[config.mk]
export PLATFORM = sky130hd
export DESIGN_NAME = lf_top
export DESIGN_NICKNAME = d
export VERILOG_FILES = /design/src/lf_pkg.sv /design/src/drive_if.sv /design/src/sensor_if.sv /design/src/adc_sampler.sv /design/src/lf_top.sv /design/src/line_decoder.sv /design/src/motion_executor.sv /design/src/wheel_pwm.sv
export SDC_FILE = /design/constraint.sdc
export NUM_CORES = 1
export LEC_CHECK = 0
export BUFFER_PORTS_ARGS = -buffer_cell sky130_fd_sc_hd__buf_2
export CAP_MARGIN = 25
export CORE_MARGIN = 3
export CORE_UTILIZATION = 41
export CTS_CLUSTER_DIAMETER = 150
export DETAILED_ROUTE_END_ITERATION = 12
export HOLD_SLACK_MARGIN = 0.1
export PLACE_DENSITY_LB_ADDON = 0.12
export SLEW_MARGIN = 20
export SYNTH_ARGS = -nofsm -noshare
export SYNTH_HDL_FRONTEND = slang
export SYNTH_SLANG_ARGS = --single-unit
[constraint.sdc]
create_clock -name clk -period 3.8 [get_ports clk]
set_input_delay 0.38 -clock clk [delete_from_list [all_inputs] [get_ports clk]]
set_output_delay 0.38 -clock clk [all_outputs]
set_load 0.005 [all_outputs]
[src/lf_pkg.sv]
`default_nettype none

package lf_pkg;

	// ADC sample format
	localparam int SAMPLE_W = 12;
	typedef logic [SAMPLE_W-1:0] sample_t;

	// ADC channels of the reflectance sensors
	localparam logic [2:0] CH_LEFT   = 3'd5;
	localparam logic [2:0] CH_CENTER = 3'd6;
	localparam logic [2:0] CH_RIGHT  = 3'd7;

	// Wheel duty levels, in PWM steps
	localparam int DUTY_W    = 4;
	localparam int PWM_STEPS = 8;
	localparam logic [DUTY_W-1:0] DUTY_OFF  = 4'd0;
	localparam logic [DUTY_W-1:0] DUTY_SLOW = 4'd3;
	localparam logic [DUTY_W-1:0] DUTY_FAST = 4'd6;
	localparam logic [DUTY_W-1:0] DUTY_FULL = 4'd8;

	typedef enum logic [2:0] {
		MOVE_STOP,
		MOVE_FORWARD,
		VEER_RIGHT,
		VEER_LEFT,
		TURN_RIGHT,
		TURN_LEFT,
		TURN_ROUND,
		MOVE_HALT
	} motion_t;

endpackage

`default_nettype wire

[src/drive_if.sv]
`default_nettype none

// Duty levels of the four wheel pins
interface drive_if
	import lf_pkg::*;
();
	logic [DUTY_W-1:0] rw_f;
	logic [DUTY_W-1:0] rw_b;
	logic [DUTY_W-1:0] lw_f;
	logic [DUTY_W-1:0] lw_b;

	modport source (output rw_f, output rw_b, output lw_f, output lw_b);
	modport sink (input rw_f, input rw_b, input lw_f, input lw_b);

endinterface

`default_nettype wire

[src/sensor_if.sv]
`default_nettype none

// Latest left, center and right readings
interface sensor_if
	import lf_pkg::*;
();
	sample_t left;
	sample_t center;
	sample_t right;
	logic    valid;

	modport source (output left, output center, output right, output valid);
	modport sink (input left, input center, input right, input valid);

endinterface

`default_nettype wire

[src/adc_sampler.sv]
`default_nettype none

module adc_sampler
	import lf_pkg::*;
#(
	parameter int ADC_CLK_DIV = 10
) (
	input  logic      clk,
	input  logic      reset,
	output logic      adc_cs,
	output logic      adc_sclk,
	output logic      adc_din,
	input  logic      adc_dout,
	sensor_if.source  sense
);

	localparam int DIV_W = $clog2(ADC_CLK_DIV + 1);

	logic [DIV_W-1:0]    div_cnt;
	logic                tick;
	logic                rise;
	logic                fall;
	logic [3:0]          period;
	logic [3:0]          next_period;
	logic [1:0]          addr_sel;
	logic [1:0]          conv_sel;
	logic [2:0]          addr_ch;
	logic                frame_end;
	logic [SAMPLE_W-2:0] shift_reg;

	assign tick        = (div_cnt == DIV_W'(ADC_CLK_DIV - 1));
	assign rise        = tick && !adc_sclk;
	assign fall        = tick && adc_sclk;
	assign next_period = adc_cs ? 4'd0 : period + 4'd1;
	// Last data bit of the frame is on the wire
	assign frame_end   = rise && !adc_cs && (period == 4'd15);

	always_comb
	begin
		case (addr_sel)
			2'd0:    addr_ch = CH_LEFT;
			2'd1:    addr_ch = CH_CENTER;
			default: addr_ch = CH_RIGHT;
		endcase
	end

	////////////////////////////////////////////////////////////////////////////
	// Serial clock, chip select and address out

	always_ff @(posedge clk)
	begin
		if (reset)
		begin
			div_cnt  <= '0;
			adc_sclk <= 1'b0;
			adc_cs   <= 1'b1;
			adc_din  <= 1'b0;
			period   <= 4'd0;
			addr_sel <= 2'd0;
			conv_sel <= 2'd0;
			sense.valid <= 1'b0;
		end
		else
		begin
			div_cnt <= tick ? '0 : div_cnt + 1'b1;
			if (tick)
				adc_sclk <= !adc_sclk;
			if (fall)
			begin
				adc_cs <= 1'b0;
				period <= next_period;
				case (next_period)
					4'd2:    adc_din <= addr_ch[2];
					4'd3:    adc_din <= addr_ch[1];
					4'd4:    adc_din <= addr_ch[0];
					default: adc_din <= 1'b0;
				endcase
			end
			sense.valid <= frame_end && (conv_sel == 2'd2);
			// Next frame converts what this frame addressed
			if (frame_end)
			begin
				conv_sel <= addr_sel;
				addr_sel <= (addr_sel == 2'd2) ? 2'd0 : addr_sel + 2'd1;
			end
		end
	end

	////////////////////////////////////////////////////////////////////////////
	// Sample capture

	always_ff @(posedge clk)
	begin
		if (rise && !adc_cs && period >= 4'd4)
			shift_reg <= {shift_reg[SAMPLE_W-3:0], adc_dout};
		if (frame_end)
		begin
			case (conv_sel)
				2'd0:    sense.left <= {shift_reg, adc_dout};
				2'd1:    sense.center <= {shift_reg, adc_dout};
				default: sense.right <= {shift_reg, adc_dout};
			endcase
		end
	end

endmodule

`default_nettype wire

[src/lf_top.sv]
`default_nettype none

module lf_top
	import lf_pkg::*;
#(
	parameter int ADC_CLK_DIV     = 10,
	parameter int WHITE_THRESHOLD = 2000,
	parameter int DEBOUNCE        = 20,
	parameter int MOVE_CYCLES     = 100000,
	parameter int BACKUP_CYCLES   = 10000000,
	parameter int TURN_CYCLES     = 25000000,
	parameter int ROUND_CYCLES    = 50000000,
	parameter int PWM_PRESCALE    = 1
) (
	input  logic       clk,
	input  logic       reset,
	output logic       adc_cs,
	output logic       adc_sclk,
	output logic       adc_din,
	input  logic       adc_dout,
	output logic       rw_f,
	output logic       rw_b,
	output logic       lw_f,
	output logic       lw_b,
	output logic       led_l,
	output logic       led_m,
	output logic       led_r,
	output logic [3:0] digit
);

	sensor_if sense();
	drive_if  drive();

	logic    req;
	logic    ack;
	motion_t cmd;

	adc_sampler #(
		.ADC_CLK_DIV(ADC_CLK_DIV)
	) i_sampler (
		.clk     (clk),
		.reset   (reset),
		.adc_cs  (adc_cs),
		.adc_sclk(adc_sclk),
		.adc_din (adc_din),
		.adc_dout(adc_dout),
		.sense   (sense.source)
	);

	line_decoder #(
		.WHITE_THRESHOLD(WHITE_THRESHOLD),
		.DEBOUNCE       (DEBOUNCE)
	) i_decoder (
		.clk  (clk),
		.reset(reset),
		.sense(sense.sink),
		.req  (req),
		.ack  (ack),
		.cmd  (cmd),
		.led_l(led_l),
		.led_m(led_m),
		.led_r(led_r),
		.digit(digit)
	);

	motion_executor #(
		.MOVE_CYCLES  (MOVE_CYCLES),
		.BACKUP_CYCLES(BACKUP_CYCLES),
		.TURN_CYCLES  (TURN_CYCLES),
		.ROUND_CYCLES (ROUND_CYCLES)
	) i_executor (
		.clk  (clk),
		.reset(reset),
		.req  (req),
		.cmd  (cmd),
		.ack  (ack),
		.drive(drive.source)
	);

	wheel_pwm #(
		.PWM_PRESCALE(PWM_PRESCALE)
	) i_pwm (
		.clk  (clk),
		.reset(reset),
		.drive(drive.sink),
		.rw_f (rw_f),
		.rw_b (rw_b),
		.lw_f (lw_f),
		.lw_b (lw_b)
	);

endmodule

`default_nettype wire

[src/line_decoder.sv]
`default_nettype none

module line_decoder
	import lf_pkg::*;
#(
	parameter int WHITE_THRESHOLD = 2000,
	parameter int DEBOUNCE        = 20
) (
	input  logic       clk,
	input  logic       reset,
	sensor_if.sink     sense,
	output logic       req,
	input  logic       ack,
	output motion_t    cmd,
	output logic       led_l,
	output logic       led_m,
	output logic       led_r,
	output logic [3:0] digit
);

	localparam int CNT_W = $clog2(DEBOUNCE + 1);
	localparam sample_t THRESH = sample_t'(WHITE_THRESHOLD);

	logic [2:0]       pat;
	logic [2:0]       last_pat;
	logic [CNT_W-1:0] cnt;
	logic [CNT_W-1:0] cnt_next;
	logic [3:0]       route_idx;
	logic             at_junction;
	logic             halted;

	// Fixed route taken at successive junctions
	function automatic motion_t route_step(input logic [3:0] idx);
		case (idx)
			4'd0:             return TURN_RIGHT;
			4'd2, 4'd6:       return TURN_ROUND;
			4'd1, 4'd3, 4'd4,
			4'd5, 4'd7, 4'd8: return TURN_LEFT;
			default:          return MOVE_HALT;
		endcase
	endfunction

	function automatic motion_t pattern_cmd(input logic [2:0] p, input motion_t junction);
		case (p)
			3'b000, 3'b101: return MOVE_STOP;
			3'b001, 3'b011: return VEER_RIGHT;
			3'b010:         return MOVE_FORWARD;
			3'b100, 3'b110: return VEER_LEFT;
			default:        return junction;
		endcase
	endfunction

	// Dark is 1, weighted L=4 C=2 R=1
	assign pat = {sense.left > THRESH, sense.center > THRESH, sense.right > THRESH};
	assign cnt_next = (cnt != '0 && pat == last_pat) ? cnt + 1'b1 : CNT_W'(1);

	always_ff @(posedge clk)
	begin
		if (reset)
		begin
			req         <= 1'b0;
			cmd         <= MOVE_STOP;
			digit       <= 4'd0;
			led_l       <= 1'b0;
			led_m       <= 1'b0;
			led_r       <= 1'b0;
			last_pat    <= 3'b000;
			cnt         <= '0;
			route_idx   <= 4'd0;
			at_junction <= 1'b0;
			halted      <= 1'b0;
		end
		else
		begin
			if (sense.valid)
			begin
				led_l <= !pat[2];
				led_m <= !pat[1];
				led_r <= !pat[0];
			end
			if (req && ack)
			begin
				req   <= 1'b0;
				digit <= 4'd0;
				if (at_junction)
					route_idx <= route_idx + 4'd1;
				if (cmd == MOVE_HALT)
					halted <= 1'b1;
			end
			// Triples are dropped while a motion is in flight
			else if (sense.valid && !req && !ack && !halted)
			begin
				last_pat <= pat;
				if (cnt_next == CNT_W'(DEBOUNCE))
				begin
					req         <= 1'b1;
					cmd         <= pattern_cmd(pat, route_step(route_idx));
					digit       <= {1'b0, pat} + 4'd1;
					at_junction <= (pat == 3'b111);
					cnt         <= '0;
				end
				else
					cnt <= cnt_next;
			end
		end
	end

endmodule

`default_nettype wire

[src/motion_executor.sv]
`default_nettype none

module motion_executor
	import lf_pkg::*;
#(
	parameter int MOVE_CYCLES   = 100000,
	parameter int BACKUP_CYCLES = 10000000,
	parameter int TURN_CYCLES   = 25000000,
	parameter int ROUND_CYCLES  = 50000000
) (
	input  logic     clk,
	input  logic     reset,
	input  logic     req,
	input  motion_t  cmd,
	output logic     ack,
	drive_if.source  drive
);

	localparam int MAX_MR = (MOVE_CYCLES > ROUND_CYCLES) ? MOVE_CYCLES : ROUND_CYCLES;
	localparam int MAX_BT = (BACKUP_CYCLES > TURN_CYCLES) ? BACKUP_CYCLES : TURN_CYCLES;
	localparam int CNT_W  = $clog2(((MAX_MR > MAX_BT) ? MAX_MR : MAX_BT) + 1);

	typedef enum logic [1:0] {IDLE, BACKUP, RUN, DONE} state_t;

	state_t           state;
	motion_t          cur;
	logic [CNT_W-1:0] cnt;

	always_ff @(posedge clk)
	begin
		if (reset)
		begin
			state <= IDLE;
			cur   <= MOVE_STOP;
			cnt   <= '0;
			ack   <= 1'b0;
		end
		else
		begin
			case (state)
				IDLE:
					if (req)
					begin
						cur <= cmd;
						case (cmd)
							MOVE_FORWARD, VEER_RIGHT, VEER_LEFT:
							begin
								state <= RUN;
								cnt   <= CNT_W'(MOVE_CYCLES - 1);
							end
							TURN_RIGHT, TURN_LEFT:
							begin
								state <= BACKUP;
								cnt   <= CNT_W'(BACKUP_CYCLES - 1);
							end
							TURN_ROUND:
							begin
								state <= RUN;
								cnt   <= CNT_W'(ROUND_CYCLES - 1);
							end
							// Stop and halt finish at once
							default:
							begin
								state <= DONE;
								ack   <= 1'b1;
							end
						endcase
					end
				BACKUP:
					if (cnt == '0)
					begin
						state <= RUN;
						cnt   <= CNT_W'(TURN_CYCLES - 1);
					end
					else
						cnt <= cnt - 1'b1;
				RUN:
					if (cnt == '0)
					begin
						state <= DONE;
						ack   <= 1'b1;
					end
					else
						cnt <= cnt - 1'b1;
				DONE:
					if (!req)
					begin
						state <= IDLE;
						ack   <= 1'b0;
					end
			endcase
		end
	end

	////////////////////////////////////////////////////////////////////////////
	// Wheel duties per phase

	always_comb
	begin
		drive.rw_f = DUTY_OFF;
		drive.rw_b = DUTY_OFF;
		drive.lw_f = DUTY_OFF;
		drive.lw_b = DUTY_OFF;
		if (state == BACKUP)
		begin
			drive.rw_b = DUTY_FULL;
			drive.lw_b = DUTY_FULL;
		end
		else if (state == RUN)
		begin
			case (cur)
				MOVE_FORWARD:
				begin
					drive.rw_f = DUTY_FAST;
					drive.lw_f = DUTY_FAST;
				end
				VEER_RIGHT:
				begin
					drive.lw_f = DUTY_FAST;
					drive.rw_b = DUTY_SLOW;
				end
				VEER_LEFT:
				begin
					drive.rw_f = DUTY_FAST;
					drive.lw_b = DUTY_SLOW;
				end
				TURN_RIGHT, TURN_ROUND:
				begin
					drive.rw_f = DUTY_FULL;
					drive.lw_b = DUTY_FULL;
				end
				TURN_LEFT:
				begin
					drive.rw_b = DUTY_FULL;
					drive.lw_f = DUTY_FULL;
				end
				default:
				begin
					drive.rw_f = DUTY_OFF;
				end
			endcase
		end
	end

endmodule

`default_nettype wire

[src/wheel_pwm.sv]
`default_nettype none

module wheel_pwm
	import lf_pkg::*;
#(
	parameter int PWM_PRESCALE = 1
) (
	input  logic   clk,
	input  logic   reset,
	drive_if.sink  drive,
	output logic   rw_f,
	output logic   rw_b,
	output logic   lw_f,
	output logic   lw_b
);

	localparam int PRE_W  = $clog2(PWM_PRESCALE + 1);
	localparam int STEP_W = $clog2(PWM_STEPS);

	logic [PRE_W-1:0]  pre_cnt;
	logic [STEP_W-1:0] step;
	logic [DUTY_W-1:0] step_ext;
	logic              pre_end;

	assign pre_end  = (pre_cnt == PRE_W'(PWM_PRESCALE - 1));
	assign step_ext = DUTY_W'(step);

	always_ff @(posedge clk)
	begin
		if (reset)
		begin
			pre_cnt <= '0;
			step    <= '0;
			rw_f    <= 1'b0;
			rw_b    <= 1'b0;
			lw_f    <= 1'b0;
			lw_b    <= 1'b0;
		end
		else
		begin
			pre_cnt <= pre_end ? '0 : pre_cnt + 1'b1;
			if (pre_end)
				step <= (step == STEP_W'(PWM_STEPS - 1)) ? '0 : step + 1'b1;
			// Pin high while the step is below its duty
			rw_f <= step_ext < drive.rw_f;
			rw_b <= step_ext < drive.rw_b;
			lw_f <= step_ext < drive.lw_f;
			lw_b <= step_ext < drive.lw_b;
		end
	end

endmodule

`default_nettype wire
Word level (Yosys, flattened, before mapping)
Memory sizes are Yosys's and may differ from the RTL's. A register that Yosys moved wholly into a read port is not among the register bits.
Cells that the tools add are included.

storage, ports and cells
  register bits after elaboration = 128
  memory bits (read-only) = 32
  input port bits = 3
  output and inout bits = 14
  logic and storage cells = 187
  memories kept = 1

operators by class
  $add $sub $neg = 9
  order comparisons = 8
  equality and inequality tests = 42
  mux-type cells = 38
  bitwise gates (word level) = 3
  reductions and logical operators = 53

memory list
  memory           depth  bits a word  read ports  clocked after Yosys merged registers in  wr ports  RTL line            RTL
  (no name shown)  16     2            1           1                                        0         line_decoder.sv:34  case (idx)

operators by type and width
  operator                 count
  $pmux W26 S3             2
  $mux W26                 3
  $mux W4                  11
  $eq A3 B3 Y1 const B     12
  $gt A12 B11 Y1 const B   3
  $pmux W4 S2              4
  $logic_not A26 Y1        1
  $sub A26 B1 Y26 const B  1
  $reduce_or A2 Y1         11
  $eq A3 B2 Y1 const B     6
  $lt A3 B4 Y1             4
  $reduce_and A2 Y1        8
  $add A4 B1 Y4 const B    3
  $pmux W3 S4              1
  $logic_and A1 B1 Y1      11
  $mux W2                  5
  $mux W5                  2
  $eq A3 B1 Y1 const B     3
  $eq A2 B2 Y1 const B     4
  $eq A4 B2 Y1 const B     2
  $eq A4 B4 Y1 const B     2
  $logic_not A1 Y1         8
  $ne A2 B2 Y1 const B     4
  $pmux W2 S2              2
  other kinds (27)         40

Longest topological paths before layout
  depth in word-level cells = 6
  mapped depth = 11
  depth with buffers taken out = 11

Hierarchy
From an unflattened synthesis, not the netlist that was laid out.

second synthesis, totals
  cell total of the unflattened synthesis = 690
  area, all modules = 6655.1 um^2

by module, submodules not included
  module           instances  cells an instance  area an instance (um^2)  sequential area each (um^2)
  motion_executor  1          316                2427.3                   640.6
  adc_sampler      1          132                2158.3                   1731.7
  line_decoder     1          185                1561.5                   540.5
  wheel_pwm        1          57                 508.0                    160.2

Least setup slack after synthesis
OpenSTA, ideal clock, no wires.

  path type = reg2reg
  start point = register i_executor.cnt[4]
  end point = register i_executor.cnt[2]
  library setup time = 88 ps
  arrival time = 2609 ps
  slack = 1103 ps
  stages on the path, launching flop included = 9
  cells stage by stage = dfxtp_1 > or4_1 > buf_2 > or4_4 > buf_6 > or4_4 > o211ai_4 > nor2_1 > nor4_2

between the ends
  longest elaborated chain between the ends = 3

ends and longest elaborated chain
  item                                               RTL line                                      RTL
  start: declaration                                 motion_executor.sv:27                         logic [CNT_W-1:0] cnt;
  start signal: assignment                           motion_executor.sv:49                         cnt <= CNT_W'(MOVE_CYCLES - 1);
  start signal: assignment                           motion_executor.sv:54                         cnt <= CNT_W'(BACKUP_CYCLES - 1);
  start signal: assignment                           motion_executor.sv:59                         cnt <= CNT_W'(ROUND_CYCLES - 1);
  $logic_not A26 Y1 (*)                              motion_executor.sv:70, motion_executor.sv:78
  $mux W26 or $ne A2 B2 Y1 (tied branches)           -
  $pmux W26 S3 or $reduce_and A4 Y1 (tied branches)  -

Mark *: on every way between the ends. The rest lies on a longest branch, timed or not.
A chain may end at the register's enable or synchronous reset.

Final worst setup path
  start point = register i_executor.cnt[17]
  end point = register i_executor.cnt[12]

The elaborated chain is that of the path after synthesis.

==> reports/metrics.yaml <==
status: "finished clean"
crit_chain: "or4_1 > nor4_1 > nand4_1 > a21o_1 > a211o_1 > a21oi_1"
start_kind: "flop"
core_area_sq_um: 14700
largest_register_ffs: 26
cts.repair.resized: 0
post_synth_most_frequent_cells: "nor2_1, dfxtp_1, a21oi_1"
path_clk_slew_ns: 0.06
grt_pass1_wl_mm: 23.7
cts_hold_buf: 0
syn-num-nets: 680
fin_setup_tns_ns: 0
regMostFlops: "i_executor.cnt"
synth.distinct_cells: 67
cp_slowest_stage_delay_ns: 0.74
min_from: "adc_dout"
synth-edff-count: 47
drv_cap: 0
fmax_ghz: 0.315
portBuffers: 16
synth_top_area_cell: "dfxtp_1"
die_y_um: 129
holdPathEnd: "i_sampler.sense.left[0]"
reg2reg_slack_ns: 0.63
finalSetupViolations: 0
whs_path_depth: 1
period_share_pct: 83.5
final_layout_size_suffix_gt1_share_pct: 11.4
ys_warn_count: 0
p_leak_uw: 0.00257
clock-sinks: 130
clock-root-buffer: "clkbuf_16"
p_per_area_nw_per_um2: 711
synth-seq-cells: 130
worstSetupPathType: "flop to flop"
numCtsBuffers: 17
viasPerCell: 5.69
htree_levels: 4
num_rows: 44
synth_cells: 652
r2r-start: "i_executor.cnt[17]"
vias: 4903
nets: 692
yosysSeqAreaShare_pct: 49.3
overflow: 0
postSynth.asyncResetShare_pct: 0
cp_data_arrival_time_ns: 3.52
sw_frac_of_total_pct: 38.4
hpwl_mm: 9.53
cpMaxStageDelayCell: "nor4_1"
min_period_ns: 3.17
synthTopCellsByArea: "dfxtp_1, edfxtp_1, nor2_1"
syn2layout_area_growth_pct: 14.0
clockBufferDepth: 2
critPathCaptureType: "flop"
syn_area_sq_um: 6240
slew_viol_final: 0
r2r_end: "i_executor.cnt[12]"
rsz0062_at_grt: "false"
p_seq_share_pct: 32.3
clock_latency_ns: 0.42
synth_most_common_cell: "nor2_1"
antenna_found_initial: 1
drt_wl_total_mm: 13.7
cts_tree: "built"
grt_pass1_vias: 4829
antenna_cells: 0
hp-class: "input pin to flop"
placed_cells: 829
cp.required_ns: 4.15
wl_per_cell_um: 15.9
fin_skew_ns: 0.00549
drt_iter0_markers: 327
finalNonFillerCells: 861
avgSynthCellArea_sq_um: 9.56
io_pins: 17
max_slew_margin_pct: 32.7
pwr-share-comb_pct: 35.1
die_x_um: 129
reg2reg_depth: 6
synth_top_cell_area_share_pct: 26.6
internal_power_uw: 3110
finalHoldViolCount: 0
grt_max_degree: 43
switchingPower_uw: 1940
gp_congestion: 0.877
worst-path-max-fanout: 11
worst_pin_slew_ns: 1.01
synthFlopType: "dfxtp_1"
ant_nets: 0
dieArea_sq_um: 16700
vdd.ir_drop.worst_mv: 0.355
pwr-share-clk_pct: 32.7
drc: 0
initial_utilization_pct: 42.4
dr.pass1.iters: 5
grtUsageTotal_pct: 17.7
postCtsSetupBuffers: 0
[final cells by class]
class                           count  area [sq um]
Clock buffer                       17           425
Clock inverter                     15           188
Fill cell                        1337          7590
Inverter                           25          93.8
Multi-Input combinational cell    465          2950
Sequential cell                   130          3070
Tap cell                          184           230
Timing Repair Buffer               25           148
[worst max-delay path by stage]
stage	cells past startpoint	start	end
after global routing	6	i_executor.cnt[17]	i_executor.cnt[12]
after global placement	6	i_executor.cnt[17]	i_executor.cnt[12]
after floorplan	8	i_executor.cnt[4]	i_executor.cnt[2]
after CTS	6	i_executor.cnt[17]	i_executor.cnt[12]
after detailed placement	6	i_executor.cnt[17]	i_executor.cnt[12]
final	6	i_executor.cnt[17]	i_executor.cnt[12]
[per-layer routing]
| metal | wire, um | track usage [%] |
|---|---|---|
| met3 | 502 | 4.49 |
| met2 | 6650 | 29.7 |
| met1 | 6370 | 22.1 |
| met4 | 208 | 6.24 |
| met5 | 0 | 0 |
[per-stage QoR]
stage	cell area, sq um	utilization, %	total power, uW	hold slack (ns)	worst slack [ns]
after floorplan	6240	-	3040	0.433	1.10
after global placement	6500	44.2	3370	0.439	0.823
after detailed placement	6500	44.2	3390	0.448	0.698
after CTS	7110	48.4	5070	0.183	0.679
after global routing	7110	48.4	5380	0.202	0.450
final	7110	48.4	5050	0.200	0.626
[critical path: cells and delay by family (launching register included)]
kind / cells / cell delay, ns
flops: 1 / 0.36
simple gates: 3 / 1.99
compound gates: 3 / 0.77
[power by group through the flow]
stage | logic, uW | registers, uW | clock network (uW)
floorplan | 1410 | 1620 | 0
global placement | 1710 | 1650 | 0
detailed placement | 1740 | 1660 | 0
CTS | 1740 | 1630 | 1690
global route | 1970 | 1650 | 1760
finish | 1770 | 1630 | 1650
[cell families after synthesis]
logic type      after synthesis  synth area share, %
buf+inv                      57                 3.59
compound gates              153                 16.1
simple gates                254                 21.2
fa+ha+maj                    25                 5.02
other cells                   1               0.0601
flops                       130                 49.3
xor+xnor                     16                 2.25
mux                          16                 2.59
[layout by cell type, fill, tap and decap left out, types with 4 or more instances in the layout]
master     synthesis  final
nor2_1            86     86
dfxtp_1           83     83
a21oi_1           48     48
edfxtp_1          47     47
nand2_1           39     39
o21ai_0           27     27
nor3_1            27     27
inv_1             25     25
ha_1              25     25
clkbuf_16          0     17
buf_2              2     16
mux2i_1           15     15
nand3_1           14     14
a211oi_1          12     12
nor4_1            11     11
nand4_1           10     10
xnor2_1           10     10
a31oi_1           10     10
or3_1              9      9
buf_4              0      9
nor2b_1            7      7
o21a_1             7      7
xor2_1             6      6
o31ai_1            6      6
and3_1             5      5
nand3b_1           5      5
nor3b_1            6      5
nand2b_1           5      5
a21o_1             5      5
or4_1              5      5
nor4_2             5      5
inv_8              0      5
a311oi_1           4      4
(Power assumes the default switching activity.)
